==> src/hdl/alu_consts.svh <==
/* ALU sizing constants
   Byte bus, register and multiply sequencing widths */

`ifndef ALU_CONSTS_SVH
`define ALU_CONSTS_SVH

// Byte bus and multiplier operand width
`define ALU_DATA_W 8

// Registers A, B and the adder
`define ALU_REG_W 16

// Shift-and-add multiply sequencing
`define ALU_MUL_STEPS 8
`define ALU_STEP_CNT_W 4

`endif
==> src/hdl/aluPkg.sv <==
/* ALU shared types
   Opcodes plus the command, control, status and read-select bundles */

`include "alu_consts.svh"

package aluPkg;

  // Command opcodes
  typedef enum logic [2:0]
  {
    OP_LOAD    = 3'd0,
    OP_READSEL = 3'd1,
    OP_ADD     = 3'd2,
    OP_SUB     = 3'd3,
    OP_MUL     = 3'd4
  } aluOpT;

  // Command as presented on the input handshake
  typedef struct packed
  {
    aluOpT                  op;
    // 0 picks A, 1 picks B
    logic                   regSel;
    // 0 picks low byte, 1 high byte
    logic                   byteSel;
    // ADD/SUB operand from A instead of data byte
    logic                   srcA;
    logic [`ALU_DATA_W-1:0] data;
  } aluCmdT;

  // Per-cycle control out of the command decoder
  typedef struct packed
  {
    logic                   loadEn;
    logic                   regSel;
    logic                   byteSel;
    logic [`ALU_DATA_W-1:0] loadData;
    logic                   arithEn;
    logic                   subtract;
    logic                   srcA;
    logic [`ALU_DATA_W-1:0] operand;
    logic                   mulStart;
    logic                   mulStep;
  } aluCtrlT;

  // Visible status bits
  typedef struct packed
  {
    logic busy;
    logic done;
    logic carry;
    logic borrow;
  } aluStatusT;

  // Which register byte drives the read port
  typedef struct packed
  {
    logic regSel;
    logic byteSel;
  } readSelT;

endpackage

==> src/hdl/aluTop.sv <==
/* ALU top level
   Joins control, operand bank and adder, drives the read byte */

`timescale 1ns/10ps
`include "alu_consts.svh"

module aluTop
(
  input  logic                     CLK,
  input  logic                     RST,
  input  aluPkg::aluCmdT           cmd,
  input  logic                     cmdValid,
  output logic                     cmdReady,
  output logic [`ALU_DATA_W-1:0]   rdData,
  output aluPkg::aluStatusT        status
);
  import aluPkg::*;

  aluCtrlT                    ctrl;
  readSelT                    readSel;
  logic [`ALU_REG_W-1:0]      regA;
  logic [`ALU_REG_W-1:0]      regB;
  logic [`ALU_REG_W-1:0]      sum;
  logic [`ALU_STEP_CNT_W-1:0] stepIdx;
  logic                       carryOut;
  logic                       mulBit;
  logic                       busy;
  logic                       done;
  logic                       carry;
  logic                       borrow;

  cmdControl u_cmdControl
  (
    .CLK      (CLK),
    .RST      (RST),
    .cmd      (cmd),
    .cmdValid (cmdValid),
    .cmdReady (cmdReady),
    .ctrl     (ctrl),
    .readSel  (readSel),
    .stepIdx  (stepIdx),
    .busy     (busy),
    .done     (done)
  );

  arithUnit u_arithUnit
  (
    .ctrl     (ctrl),
    .regA     (regA),
    .regB     (regB),
    .mulBit   (mulBit),
    .stepIdx  (stepIdx),
    .sum      (sum),
    .carryOut (carryOut)
  );

  operandBank u_operandBank
  (
    .CLK      (CLK),
    .RST      (RST),
    .ctrl     (ctrl),
    .sum      (sum),
    .carryOut (carryOut),
    .regA     (regA),
    .regB     (regB),
    .mulBit   (mulBit),
    .carry    (carry),
    .borrow   (borrow)
  );

  assign status = '{busy: busy, done: done, carry: carry, borrow: borrow};

  // Read byte mux in A low/high then B low/high order
  always_comb
  begin
    case ({readSel.regSel, readSel.byteSel})
      2'b00:   rdData = regA[`ALU_DATA_W-1:0];
      2'b01:   rdData = regA[`ALU_REG_W-1:`ALU_DATA_W];
      2'b10:   rdData = regB[`ALU_DATA_W-1:0];
      default: rdData = regB[`ALU_REG_W-1:`ALU_DATA_W];
    endcase
  end

endmodule

==> src/hdl/operandBank.sv <==
/* Operand bank
   Registers A and B, multiplier shift register and result flags */

`timescale 1ns/10ps
`include "alu_consts.svh"

module operandBank
(
  input  logic                    CLK,
  input  logic                    RST,
  input  aluPkg::aluCtrlT         ctrl,
  input  logic [`ALU_REG_W-1:0]   sum,
  input  logic                    carryOut,
  output logic [`ALU_REG_W-1:0]   regA,
  output logic [`ALU_REG_W-1:0]   regB,
  output logic                    mulBit,
  output logic                    carry,
  output logic                    borrow
);

  localparam int dataW = `ALU_DATA_W;
  localparam int regW  = `ALU_REG_W;

  logic             arithWrite;
  logic [dataW-1:0] mulShift;

  // Adder result lands in B on ADD, SUB and each multiply step
  assign arithWrite = ctrl.arithEn | ctrl.mulStep;

  // Current multiplier bit
  assign mulBit = mulShift[0];

  ////////////////////
  // Register A

  always_ff @(posedge CLK or negedge RST)
  begin
    if (!RST)
    begin
      regA <= '0;
    end
    else if (ctrl.loadEn && !ctrl.regSel)
    begin
      if (ctrl.byteSel)
      begin
        regA[regW-1:dataW] <= ctrl.loadData;
      end
      else
      begin
        regA[dataW-1:0] <= ctrl.loadData;
      end
    end
  end

  ////////////////////
  // Register B

  always_ff @(posedge CLK or negedge RST)
  begin
    if (!RST)
    begin
      regB <= '0;
    end
    else if (ctrl.loadEn && ctrl.regSel)
    begin
      if (ctrl.byteSel)
      begin
        regB[regW-1:dataW] <= ctrl.loadData;
      end
      else
      begin
        regB[dataW-1:0] <= ctrl.loadData;
      end
    end
    // Product accumulates from zero
    else if (ctrl.mulStart)
    begin
      regB <= '0;
    end
    else if (arithWrite)
    begin
      regB <= sum;
    end
  end

  ////////////////////
  // Flags

  always_ff @(posedge CLK or negedge RST)
  begin
    if (!RST)
    begin
      carry  <= 1'b0;
      borrow <= 1'b0;
    end
    else if (ctrl.arithEn)
    begin
      // SUB adds the complement, so no carry out means borrow
      carry  <= ~ctrl.subtract & carryOut;
      borrow <= ctrl.subtract & ~carryOut;
    end
    else if (ctrl.mulStart)
    begin
      carry  <= 1'b0;
      borrow <= 1'b0;
    end
  end

  // Multiplier shifts right with the LSB first
  always_ff @(posedge CLK or negedge RST)
  begin
    if (!RST)
    begin
      mulShift <= '0;
    end
    else if (ctrl.mulStart)
    begin
      mulShift <= ctrl.operand;
    end
    else if (ctrl.mulStep)
    begin
      mulShift <= mulShift >> 1;
    end
  end

  // Decoder never mixes a byte load with a B update
  aLoadArithExcl: assert property (@(posedge CLK) disable iff (!RST)
    !(ctrl.loadEn && (arithWrite || ctrl.mulStart)));

endmodule

==> src/hdl/arithUnit.sv <==
/* Arithmetic unit
   Operand select and 16-bit adder for ADD, SUB and multiply steps */

`timescale 1ns/10ps
`include "alu_consts.svh"

module arithUnit
(
  input  aluPkg::aluCtrlT             ctrl,
  input  logic [`ALU_REG_W-1:0]       regA,
  input  logic [`ALU_REG_W-1:0]       regB,
  input  logic                        mulBit,
  input  logic [`ALU_STEP_CNT_W-1:0]  stepIdx,
  output logic [`ALU_REG_W-1:0]       sum,
  output logic                        carryOut
);

  localparam int dataW = `ALU_DATA_W;
  localparam int regW  = `ALU_REG_W;

  logic [regW-1:0] baseOp;
  logic [regW-1:0] partial;
  logic [regW-1:0] addOp;
  logic            carryIn;

  // A low byte weighted by the step index
  assign partial = {{(regW-dataW){1'b0}}, regA[dataW-1:0]} << stepIdx;

  always_comb
  begin
    // Register A or zero-extended data byte
    baseOp = ctrl.srcA ? regA : {{(regW-dataW){1'b0}}, ctrl.operand};
    if (ctrl.mulStep)
    begin
      // Skip the partial product on a zero multiplier bit
      addOp   = mulBit ? partial : '0;
      carryIn = 1'b0;
    end
    else if (ctrl.subtract)
    begin
      // Two's complement subtract
      addOp   = ~baseOp;
      carryIn = 1'b1;
    end
    else
    begin
      addOp   = baseOp;
      carryIn = 1'b0;
    end
  end

  // 17-bit add keeps the carry
  assign {carryOut, sum} = {1'b0, regB} + {1'b0, addOp} + {{regW{1'b0}}, carryIn};

endmodule

==> src/hdl/cmdControl.sv <==
/* Command control
   Accepts commands, decodes them into one cycle of control, sequences multiply */

`timescale 1ns/10ps
`include "alu_consts.svh"

module cmdControl
(
  input  logic                        CLK,
  input  logic                        RST,
  input  aluPkg::aluCmdT              cmd,
  input  logic                        cmdValid,
  output logic                        cmdReady,
  output aluPkg::aluCtrlT             ctrl,
  output aluPkg::readSelT             readSel,
  output logic [`ALU_STEP_CNT_W-1:0]  stepIdx,
  output logic                        busy,
  output logic                        done
);
  import aluPkg::*;

  // Index of the last multiply step
  localparam int lastStepIdx = `ALU_MUL_STEPS - 1;

  logic                       accept;
  logic                       arithAccept;
  logic                       mulAccept;
  logic                       finalStep;
  logic [`ALU_STEP_CNT_W-1:0] stepCnt;

  ////////////////////
  // Handshake and decode

  // Only a running multiply stalls the command port
  assign cmdReady    = ~busy;
  assign accept      = cmdValid & cmdReady;
  assign arithAccept = accept & ((cmd.op == OP_ADD) | (cmd.op == OP_SUB));
  assign mulAccept   = accept & (cmd.op == OP_MUL);

  // Last shift-and-add cycle
  assign finalStep = busy & (stepCnt == lastStepIdx[`ALU_STEP_CNT_W-1:0]);
  assign stepIdx   = stepCnt;

  always_comb
  begin
    // Byte load path
    ctrl.loadEn   = accept & (cmd.op == OP_LOAD);
    ctrl.regSel   = cmd.regSel;
    ctrl.byteSel  = cmd.byteSel;
    ctrl.loadData = cmd.data;
    // Add/subtract path applied at the acceptance edge
    ctrl.arithEn  = arithAccept;
    ctrl.subtract = (cmd.op == OP_SUB);
    ctrl.srcA     = cmd.srcA;
    ctrl.operand  = cmd.data;
    // Multiply start then one step per busy cycle
    ctrl.mulStart = mulAccept;
    ctrl.mulStep  = busy;
  end

  ////////////////////
  // Multiply sequencer and done pulse

  always_ff @(posedge CLK or negedge RST)
  begin
    if (!RST)
    begin
      busy    <= 1'b0;
      stepCnt <= '0;
      done    <= 1'b0;
    end
    else
    begin
      // One cycle after ADD/SUB or after the last step
      done <= arithAccept | finalStep;
      if (mulAccept)
      begin
        busy    <= 1'b1;
        stepCnt <= '0;
      end
      else if (busy)
      begin
        // Counter parks at the step count until the next multiply
        stepCnt <= stepCnt + 1'b1;
        if (finalStep)
        begin
          busy <= 1'b0;
        end
      end
    end
  end

  ////////////////////
  // Read select register

  always_ff @(posedge CLK or negedge RST)
  begin
    if (!RST)
    begin
      // A low byte after reset
      readSel <= '0;
    end
    else if (accept && (cmd.op == OP_READSEL))
    begin
      readSel.regSel  <= cmd.regSel;
      readSel.byteSel <= cmd.byteSel;
    end
  end

  ////////////////////
  // Checks

  // Multiply blocks the command port for all its steps
  aMulNoAccept: assert property (@(posedge CLK) disable iff (!RST)
    mulAccept |=> (!accept) [*`ALU_MUL_STEPS]);

  // Counter stays within the step range
  aStepRange: assert property (@(posedge CLK) disable iff (!RST)
    stepCnt <= `ALU_MUL_STEPS);

  // Done only once the sequencer is idle
  aDoneIdle: assert property (@(posedge CLK) disable iff (!RST)
    !(done && busy));

endmodule

==> config.mk <==
export PLATFORM = sky130hd
export DESIGN_NAME = aluTop
export DESIGN_NICKNAME = d
export VERILOG_FILES = /design/src/hdl/aluPkg.sv /design/src/hdl/aluTop.sv /design/src/hdl/operandBank.sv /design/src/hdl/arithUnit.sv /design/src/hdl/cmdControl.sv
export VERILOG_INCLUDE_DIRS = /design/src /design/src/hdl
export SDC_FILE = /design/constraint.sdc
export NUM_CORES = 1
export LEC_CHECK = 0
export ABC_AREA = 1
export BUFFER_PORTS_ARGS = -buffer_cell sky130_fd_sc_hd__clkbuf_2
export CELL_PAD_IN_SITES_DETAIL_PLACEMENT = 0
export CELL_PAD_IN_SITES_GLOBAL_PLACEMENT = 1
export CORE_AREA = 8 8 112 114
export CTS_BUF_LIST = sky130_fd_sc_hd__clkbuf_4 sky130_fd_sc_hd__clkbuf_8
export DETAILED_ROUTE_END_ITERATION = 16
export DIE_AREA = 0 0 120 122
export PLACE_DENSITY_LB_ADDON = 0.12
export SYNTH_ARGS = -nofsm -noshare
export SYNTH_HDL_FRONTEND = slang
export SYNTH_SLANG_ARGS = --single-unit
==> constraint.sdc <==
create_clock -name CLK -period 4 [get_ports CLK]
set_input_delay 0.8 -clock CLK [delete_from_list [all_inputs] [get_ports CLK]]
set_output_delay 0.8 -clock CLK [all_outputs]
set_load 0.02 [all_outputs]
==> results of run 1 <==
[cell families after synthesis]
group / count (synthesis)
AND/OR/NAND/NOR: 322
AO/OA/AOI/OAI: 148
adder cells (fa/ha/maj): 18
flip-flops: 50
buffers and inverters: 101
XOR/XNOR: 6
multiplexers: 1
[worst max-delay path, cell delays in order, from the launching register on]
cell and delay (ns):
dfrtp_1 0.63, inv_1 0.18, nand2_1 0.11, inv_1 0.05, nand2_1 0.05, nor2_1 0.05
a21oi_1 0.25, a21o_1 0.15, inv_1 0.06, fa_1 0.45, fa_1 0.40, nand2_1 0.09
nand2_1 0.08, and2_1 0.19, nand2_1 0.09, nand2_1 0.07, nand3_1 0.07, nand2_1 0.07
o21ai_0 0.16
[layout make-up]
| type | count | share of cell area, % |
|---|---|---|
| multi-input cells | 495 | 55.5 |
| flip-flops and latches | 50 | 27.7 |
| inverters | 78 | 6.71 |
| repair buffers | 34 | 4.05 |
| well taps | 140 | 3.88 |
| clock buffers | 5 | 1.53 |
| clock inverters | 3 | 0.638 |
[metrics by stage]
step | hold slack (ns) | instance area (sq um) | setup WS, ns | total power [W] | instances
2_1_floorplan | 0.450 | 4180 | 1.03 | 0.00298 | 646
3_3_place_gp | 0.472 | 4410 | 0.594 | 0.00370 | 797
3_5_place_dp | 0.475 | 4410 | 0.536 | 0.00372 | 797
4_1_cts | 0.465 | 4510 | 0.710 | 0.00408 | 805
5_1_grt | 0.479 | 4510 | 0.357 | 0.00451 | 805
6_report | 0.451 | 4510 | 0.703 | 0.00409 | 805
[worst paths after layout]
path	startpoint	to	slack [ns]	depth (start not counted)
max	u_cmdControl.stepIdx[0]	u_operandBank.borrow	0.70	18
min	RST	u_cmdControl.done	0.45	1
max reg2reg	u_cmdControl.stepIdx[0]	u_operandBank.borrow	0.70	18
min reg2reg	u_operandBank.mulShift[2]	u_operandBank.mulShift[1]	0.50	2
max in group asynchronous	RST	u_operandBank.regB[3]	2.69	2
min in group CLK	u_operandBank.mulShift[2]	u_operandBank.mulShift[1]	0.50	2
[flip-flops by register name, indices dropped and copies added (netlist names)]
name	flops
u_operandBank.mulShift	8
u_cmdControl.stepIdx	4
u_operandBank.carry	1
u_cmdControl.done	1
u_operandBank.borrow	1
u_operandBank.regB	16
u_cmdControl.busy	1
u_operandBank.regA	16
u_cmdControl.readSel	2
[placed cells by master (no fill, tap or decap), types with 6 or more instances in the layout]
cell type	synthesis	layout
nand3_1	39	39
nand2_1	198	198
dfrtp_1	50	50
ha_1	16	16
nand4_1	6	6
o21ai_0	70	70
inv_1	73	73
clkbuf_2	1	29
nor2_1	55	55
a21oi_1	55	55
[routing by layer]
layer  up-vias  share of wire (%)
li1       2151                  -
met1      2002                 50
met2       113                 45
met3        18                4.0
met4         0                1.5
met5         -                  0
[report_power, final]
| part | internal [W] | switching (W) | total, W | leakage [nW] |
|---|---|---|---|---|
| Combinational | 0.000940 | 0.00180 | 0.00274 | 1.66 |
| Sequential | 0.000709 | 0.000289 | 0.000998 | 0.630 |
| Clock | 0.000132 | 0.000213 | 0.000345 | 0.0506 |
==> impl_metrics.env, run 1 <==
export IMPL_gp_congestion=0.910
export IMPL_cts_sinks=50
export IMPL_yosysWarnings=0
export IMPL_worstPathArrival_ns=3.54
export IMPL_track_usage_pct=20.5
export IMPL_fmax_mhz=303
export IMPL_cts_tree="built"
export IMPL_placement_io_buffers=29
export IMPL_ys_ff_latch=50
export IMPL_tightest_slew_ns=0.763
export IMPL_regArea_sq_um=1250
export IMPL_met3_usage_pct=2.27
export IMPL_num_rows=38
export IMPL_post_drt_wl_per_cell_microns=18.0
export IMPL_ir_worst_vdd_mv=0.413
export IMPL_grt_pass1_vias=4091
export IMPL_syn_nets=681
export IMPL_grt_busiest_layer="met2"
export IMPL_hp_class="input pin to async pin"
export IMPL_status="completed"
export IMPL_yosys_area_top_type_share_pct=29.9
export IMPL_core_area_sq_um=10700
export IMPL_synth_area_sq_um=4180
export IMPL_synthToLayoutAreaGrowth_pct=7.90
export IMPL_cap_violations=0
export IMPL_clk_pin_slew_ns=0.11
export IMPL_finalMaxSlewViolations=0
export IMPL_synth_area_per_cell_sq_um=6.47
export IMPL_synth_top_family_by_area="simple AND/OR/NAND/NOR gates"
export IMPL_finalCritPeriodShare_pct=82.4
export IMPL_grt_max_degree=34
export IMPL_synth_cell_types=44
export IMPL_clk_path_buf_depth=2
export IMPL_ys_flop_type="dfrtp_1"
export IMPL_drcViolationCount=0
export IMPL_grt_pass1_wl_mm=23.2
export IMPL_synth_common_cells="nand2_1 (198), inv_1 (73), o21ai_0 (70), a21oi_1 (55), nor2_1 (55)"
export IMPL_antenna_found_initial=0
export IMPL_async_reset_ff_share_pct=100
export IMPL_critPathMaxFanout=16
export IMPL_initial_utilization_pct=39.1
export IMPL_crit_path_start_kind="flop"
export IMPL_synthTopCellsByArea="dfrtp_1 (30%), nand2_1 (18%), o21ai_0 (8.4%)"
export IMPL_hold_violations=0
export IMPL_muxShareOfSynthArea_pct=0.239
export IMPL_die_h_microns=122
export IMPL_synthAdderAreaFrac_pct=5.75
export IMPL_yosysMostFrequentCell="nand2_1"
export IMPL_synth_xor_area_share_pct=1.26
export IMPL_die_x_microns=120
export IMPL_synth_compound_area_share_pct=19.7
export IMPL_root_buffer="clkbuf_8"
export IMPL_avgViaCountPerCell=5.32
export IMPL_drive_above_1_share_pct=9.32
export IMPL_gr_total_overflow=0
export IMPL_ios=30
export IMPL_cts_resized=0
export IMPL_fillers=1194
export IMPL_drtPass1Iterations=5
export IMPL_hold_buffers=0
export IMPL_cp_required_ns=4.25
export IMPL_dr_first_iter_drc_count=328
export IMPL_synth_top_cell_by_area="dfrtp_1"
export IMPL_relSlewSlack_pct=48.6
export IMPL_final_util_pct=42.2
export IMPL_skew_ns=0.00793
export IMPL_use_met1_pct=29.1
export IMPL_postCtsSetupRepairBufs=0
export IMPL_totalWireLength_mm=14.5
export IMPL_synth_edff_count=0
export IMPL_setup_tns_ns=0
export IMPL_dieArea_sq_um=14600
export IMPL_power_density_nw_per_um2=906
export IMPL_yosysSeqAreaShare_pct=29.9
export IMPL_synthCells=646
export IMPL_cts_buffers=5
export IMPL_drtAntennaViolNets=0
export IMPL_finalSetupViolations=0
export IMPL_htreeDepth=2
export IMPL_worstSetupPathType="flop to flop"
export IMPL_leakagePower_nw=2.34
export IMPL_nets=699
export IMPL_period_needed_ns=3.30
export IMPL_rsz0062_at_grt="false"
export IMPL_diodes=0
export IMPL_clk_latency_ns=0.32
export IMPL_multi_input_area_sq_um=2500
export IMPL_worstSetupEndpointType="flop"
export IMPL_yosys_area_share_simple_pct=32.9
export IMPL_dr_total_vias=4284
export IMPL_dp_hpwl_mm=11.4
export IMPL_grt_util_met2_pct=32.6
No activity file was read; power rests on OpenSTA's default activity.
==> inputs of run 2 (changes only) <==
==> constraint.sdc (replaced) <==
create_clock -name CLK -period 2.69 [get_ports CLK]
set_input_delay 0.538 -clock CLK [delete_from_list [all_inputs] [get_ports CLK]]
set_output_delay 0.538 -clock CLK [all_outputs]
set_load 0.02 [all_outputs]
==> run 2 against run 1 <==
Net effect:
- clock skew up 0.0062 ns
- register-to-register slack worse by 0.66 ns
- count of clock-buffer cells in the layout up 1
- clock power up 100%
- largest power group unchanged
- sequential power up 42%
- global-route usage up 0.43 points
- sequential share of layout area down 4.6 points
- largest cell class unchanged
- cell count up 9.2%
- non-clock buffer count up 74
==> impl_metrics.env, run 2 (synthesis gave the netlist of run 1 again) <==
export IMPL_max_stage_delay_ns=0.46
export IMPL_grt_pass1_wl_mm=23.9
export IMPL_gr_total_overflow=0
export IMPL_crit_top_cell="nand2_2"
export IMPL_leakagePower_nw=2.75
export IMPL_crit_chain="nand2_2 > inv_2 > nand2_2 > nor2_4 > a21oi_4 > a21o_1 > inv_2 > fa_2 > fa_2 > nand2_2 > nand2_2 > nand3b_1 > nand2_2 > nand2_2 > nand2_1 > nand2_1 > nand3_2 > a21oi_2"
export IMPL_worstSetupEndpointType="flop"
export IMPL_period_needed_ns=2.65
export IMPL_worstPathArrival_ns=2.91
export IMPL_final_common_cell="nand2_1"
export IMPL_crit_path_start_kind="flop"
export IMPL_ir_worst_vdd_mv=0.601
export IMPL_power_frac_seq_pct=18.3
export IMPL_die_x_microns=120
export IMPL_antenna_found_initial=0
export IMPL_drive_above_1_share_pct=28.0
export IMPL_synthToLayoutAreaGrowth_pct=29.6
export IMPL_tightest_slew_ns=0.656
export IMPL_post_drt_wl_per_cell_microns=17.4
export IMPL_dr_first_iter_drc_count=398
export IMPL_crit_family="simple AND/OR/NAND/NOR gates"
export IMPL_drtAntennaViolNets=0
export IMPL_internal_power_w=0.00386
export IMPL_fmax_mhz=378
export IMPL_fillers=1150
export IMPL_finalMaxSlewViolations=0
export IMPL_drtPass1Iterations=5
export IMPL_power_frac_comb_pct=72.8
export IMPL_final_util_pct=50.6
export IMPL_pwr_share_clk_pct=9.0
export IMPL_hp_class="input pin to async pin"
export IMPL_cp_required_ns=2.95
export IMPL_root_buffer="clkbuf_8"
export IMPL_relSlewSlack_pct=56.3
export IMPL_initial_utilization_pct=39.1
export IMPL_num_rows=38
export IMPL_grt_max_degree=31
export IMPL_dr_total_vias=4645
export IMPL_setup_tns_ns=0
export IMPL_dp_hpwl_mm=12.2
export IMPL_reg_top3="u_operandBank.regA (16), u_operandBank.regB (16), u_operandBank.mulShift (8)"
export IMPL_switching_share_pct=50.3
export IMPL_gp_congestion=0.947
export IMPL_clk_latency_ns=0.33
export IMPL_core_area_sq_um=10700
export IMPL_worst_path_buf_inv=2
export IMPL_clk_pin_slew_ns=0.11
export IMPL_cts_tree="built"
export IMPL_track_usage_pct=20.9
export IMPL_hold_buffers=0
export IMPL_die_h_microns=122
export IMPL_nets=773
export IMPL_drcViolationCount=0
export IMPL_hold_violations=0
export IMPL_dieArea_sq_um=14600
export IMPL_finalCritPeriodShare_pct=98.4
export IMPL_placed_cells=866
export IMPL_fin_hold_ws_ns=0.210
export IMPL_power_density_nw_per_um2=1430
export IMPL_placement_io_buffers=29
export IMPL_slowest_stage="dfrtp_2"
export IMPL_critPathMaxFanout=4
export IMPL_fin_cells=879
export IMPL_worstSetupPathType="flop to flop"
export IMPL_diodes=0
export IMPL_finalSetupViolations=0
export IMPL_skew_ns=0.0141
export IMPL_ios=30
export IMPL_grt_pass1_vias=4472
export IMPL_status="completed"
export IMPL_cts_buffers=5
export IMPL_avgViaCountPerCell=5.28
export IMPL_cap_violations=0
export IMPL_cts_sinks=50
export IMPL_totalWireLength_mm=15.3
export IMPL_rsz0062_at_grt="true"
export IMPL_switching_power_w=0.00390
export IMPL_mostFrequentLayoutCells="nand2_1 (178), buf_4 (75), inv_1 (68), nor2_1 (51), o21ai_0 (51)"
export IMPL_clk_path_buf_depth=2
export IMPL_htreeDepth=2
==> run 2: cell count changes in the layout (fill, tap and decap cells not counted), sizes merged <==
cell / delta
clkinv: -1
clkbuf: +1
buf: +74
bufinv: +2
inv: -2
==> run 2: per-layer routing <==
metal,part of all wire [%],GRT usage [%]
met4,2.6,6.17
met2,46,34.1
met1,47,28.7
met3,4.5,2.27
met5,0,0
==> run 2: repair_timing <==
item / CTS / global route
setup buffers: 0 / 6
resized for setup: 23 / 71
pin swaps: 7 / 30
endpoints found under the setup margin: 13 / 15
==> run 2: area by class of cell <==
cell class	instances	area, sq um	share of cell area, %
clock buffers	6	82.6	1.52
clock inverters	2	60.1	1.11
inverters	78	303	5.59
multi-input cells	495	2770	51.2
flip-flops and latches	50	1250	23.1
well taps	140	175	3.23
repair buffers	108	771	14.2
==> run 2: final timing paths <==
check / to / slack (ns) / start / depth (start not counted)
setup / recovery: u_operandBank.regB[10] / 0.04 / u_operandBank.regA[0] / 18
hold / removal: u_cmdControl.done / 0.21 / RST / 1
setup reg to reg: u_operandBank.regB[10] / 0.04 / u_operandBank.regA[0] / 18
hold reg to reg: u_operandBank.carry / 0.50 / u_operandBank.carry / 2
max in group asynchronous: u_operandBank.regB[5] / 1.87 / RST / 2
min in group CLK: u_operandBank.carry / 0.50 / u_operandBank.carry / 2
==> run 2: power groups by stage <==
stage | registers [W] | clock network, W | logic, W
global route | 0.00145 | 0.000737 | 0.00628
finish | 0.00142 | 0.000696 | 0.00565
CTS | 0.00138 | 0.000716 | 0.00505
global placement | 0.00139 | 0 | 0.00487
detailed placement | 0.00140 | 0 | 0.00491
floorplan | 0.00125 | 0 | 0.00319
==> run 2: metrics by stage <==
| step | power (W) | cell area (sq um) | worst slack (ns) |
|---|---|---|---|
| after floorplan | 0.00444 | 4180 | 0.0477 |
| after global placement | 0.00626 | 4960 | -0.280 |
| after detailed placement | 0.00631 | 4960 | -0.309 |
| after CTS | 0.00715 | 5150 | 0.00106 |
| after global routing | 0.00846 | 5420 | -0.122 |
| final | 0.00776 | 5420 | 0.0428 |
==> inputs of run 3 (changes only) <==
--- a/config.mk
+++ b/config.mk
@@ -15,6 +15,7 @@
 export DETAILED_ROUTE_END_ITERATION = 16
 export DIE_AREA = 0 0 120 122
 export PLACE_DENSITY_LB_ADDON = 0.12
+export RECOVER_POWER = 100
 export SYNTH_ARGS = -nofsm -noshare
 export SYNTH_HDL_FRONTEND = slang
 export SYNTH_SLANG_ARGS = --single-unit
==> run 3 against run 2 <==
Net effect:
- critical endpoint unchanged
- cell count did not move
- wire length about the same
- clock power about the same
- non-clock buffer count unchanged
- highest routed layer unchanged
- sequential power about the same
- critical path type unchanged
==> impl_metrics.env, run 3 (synthesis gave the netlist of run 1 again) <==
export IMPL_core_area_sq_um=10700
export IMPL_r2r_setup_slack_ns=0.04
export IMPL_critPathMaxFanout=4
export IMPL_cts_tree="built"
export IMPL_dp_hpwl_mm=12.2
export IMPL_drcViolationCount=0
export IMPL_nets=773
export IMPL_num_rows=38
export IMPL_gr_total_overflow=0
export IMPL_grt_max_degree=31
export IMPL_placed_cells=866
export IMPL_dieArea_sq_um=14600
export IMPL_worst_path_buf_inv=2
export IMPL_power_density_nw_per_um2=1440
export IMPL_cp_required_ns=2.95
export IMPL_finalSetupViolations=0
export IMPL_grt_pass1_wl_mm=23.9
export IMPL_path_depth=18
export IMPL_clk_path_buf_depth=2
export IMPL_gp_congestion=0.947
export IMPL_drtPass1Iterations=5
export IMPL_cap_violations=0
export IMPL_totalWireLength_mm=15.3
export IMPL_rsz0062_at_grt="true"
export IMPL_worstSetupEndpointType="flop"
export IMPL_r2r_end="u_operandBank.regB[10]"
export IMPL_dr_first_iter_drc_count=373
export IMPL_placement_io_buffers=29
export IMPL_worstPathArrival_ns=2.91
export IMPL_skew_ns=0.0164
export IMPL_post_drt_wl_per_cell_microns=17.4
export IMPL_initial_utilization_pct=39.1
export IMPL_synthToLayoutAreaGrowth_pct=27.8
export IMPL_drive_above_1_share_pct=25.4
export IMPL_cts_buffers=5
export IMPL_slowest_stage="dfrtp_2"
export IMPL_fmax_mhz=377
export IMPL_fin_cells=879
export IMPL_hold_violations=0
export IMPL_period_needed_ns=2.65
export IMPL_worstSetupPathType="flop to flop"
export IMPL_crit_path_start_kind="flop"
export IMPL_die_x_microns=120
export IMPL_relSlewSlack_pct=11.9
export IMPL_leakagePower_nw=2.66
export IMPL_track_usage_pct=20.9
export IMPL_ir_worst_vdd_mv=0.603
export IMPL_avgViaCountPerCell=5.28
export IMPL_cts_sinks=50
export IMPL_drtAntennaViolNets=0
export IMPL_dr_total_vias=4642
export IMPL_final_common_cell="nand2_1"
export IMPL_crit_top_cell="nand2_2"
export IMPL_grt_pass1_vias=4472
export IMPL_htreeDepth=2
export IMPL_crit_chain="nand2_2 > inv_2 > nand2_2 > nor2_4 > a21oi_4 > a21o_1 > inv_2 > fa_2 > fa_2 > nand2_2 > nand2_2 > nand3b_1 > nand2_2 > nand2_2 > nand2_1 > nand2_1 > nand3_2 > a21oi_2"
export IMPL_hold_buffers=0
export IMPL_status="completed"
export IMPL_reg_top3="u_operandBank.regA (16), u_operandBank.regB (16), u_operandBank.mulShift (8)"
export IMPL_tightest_slew_ns=1.32
export IMPL_timing_rr_start="u_operandBank.regA[0]"
export IMPL_diodes=0
export IMPL_mostFrequentLayoutCells="nand2_1 (179), buf_4 (71), inv_1 (68), nor2_1 (53), o21ai_0 (51)"
export IMPL_die_h_microns=122
export IMPL_crit_family="simple AND/OR/NAND/NOR gates"
export IMPL_fin_hold_ws_ns=0.467
export IMPL_ios=30
export IMPL_hp_class="input pin to async pin"
export IMPL_antenna_found_initial=0
export IMPL_finalMaxSlewViolations=0
export IMPL_clk_latency_ns=0.33
export IMPL_reg2regPathDepth=18
export IMPL_finalCritPeriodShare_pct=98.6
export IMPL_clk_pin_slew_ns=0.11
export IMPL_max_stage_delay_ns=0.46
export IMPL_root_buffer="clkbuf_8"
[run 3: cell count changes in the layout (fill, tap and decap cells not counted), moves of 2 or more]
| cell | before | now |
|---|---|---|
| clkbuf_1 | 0 | 16 |
| clkbuf_2 | 29 | 17 |
| buf_4 | 75 | 71 |
| nand2_4 | 3 | 1 |
| nor2_1 | 51 | 53 |
[run 3: routing by layer]
layer  track usage, %  up-vias  share of wire [%]
met4             6.17        0                2.3
met5                0        -                  0
met2             34.1      137                 45
li1                 -     2303                  -
met1             28.7     2173                 47
met3             2.27       29                5.0
[run 3: cell type report]
type | count | area, sq um
well taps | 140 | 175
fillers | 1168 | 5350
clock inverters | 2 | 60.1
repair buffers | 108 | 728
multi-input cells | 495 | 2740
clock buffers | 6 | 82.6
flip-flops and latches | 50 | 1250
inverters | 78 | 303
[run 3: what timing repair did]
| action | CTS | global route |
|---|---|---|
| gates resized for setup | 23 | 71 |
| endpoints found under the setup margin | 13 | 15 |
| cloned | 0 | 0 |
| pin swaps | 7 | 30 |
| endpoints found under the hold margin | 0 | 0 |
| buffers inserted | 0 | 6 |
[run 3: worst max-delay path by stage]
stage | start | to | slack [ns]
3_3_place_gp | cmd[0] | u_operandBank.carry | -0.28
2_1_floorplan | cmd[8] | u_operandBank.carry | 0.05
5_1_grt | u_cmdControl.stepIdx[0] | u_operandBank.regB[12] | -0.12
4_1_cts | u_cmdControl.stepIdx[0] | u_operandBank.regB[14] | 0.001
3_5_place_dp | cmd[0] | u_operandBank.borrow | -0.31
6_report | u_operandBank.regA[0] | u_operandBank.regB[10] | 0.04
[run 3: worst register-to-register path: stages, from the launching register on]
cell and delay, ns:
dfrtp_2 0.46, nand2_2 0.09, inv_2 0.04, nand2_2 0.07, nor2_4 0.04, a21oi_4 0.14
a21o_1 0.15, inv_2 0.05, fa_2 0.41, fa_2 0.38, nand2_2 0.08, nand2_2 0.05
nand3b_1 0.09, nand2_2 0.10, nand2_2 0.09, nand2_1 0.05, nand2_1 0.07, nand3_2 0.08
a21oi_2 0.14
[run 3: metrics by stage]
stage | instance area, sq um | setup TNS, ns | power, W | utilization [%] | setup slack, ns
floorplan | 4180 | 0 | 0.00444 | - | 0.0477
global placement | 4960 | -2.10 | 0.00626 | 46.4 | -0.280
detailed placement | 4960 | -2.42 | 0.00631 | 46.4 | -0.309
CTS | 5150 | 0 | 0.00715 | 48.1 | 0.00106
global route | 5340 | -0.834 | 0.00840 | 50.0 | -0.122
finish | 5340 | 0 | 0.00770 | 50.0 | 0.0386
[run 3: where the power goes]
| group | total (W) | switching (W) | internal (W) |
|---|---|---|---|
| Sequential | 0.00142 | 0.000360 | 0.00106 |
| Combinational | 0.00559 | 0.00323 | 0.00236 |
| Clock | 0.000693 | 0.000296 | 0.000397 |
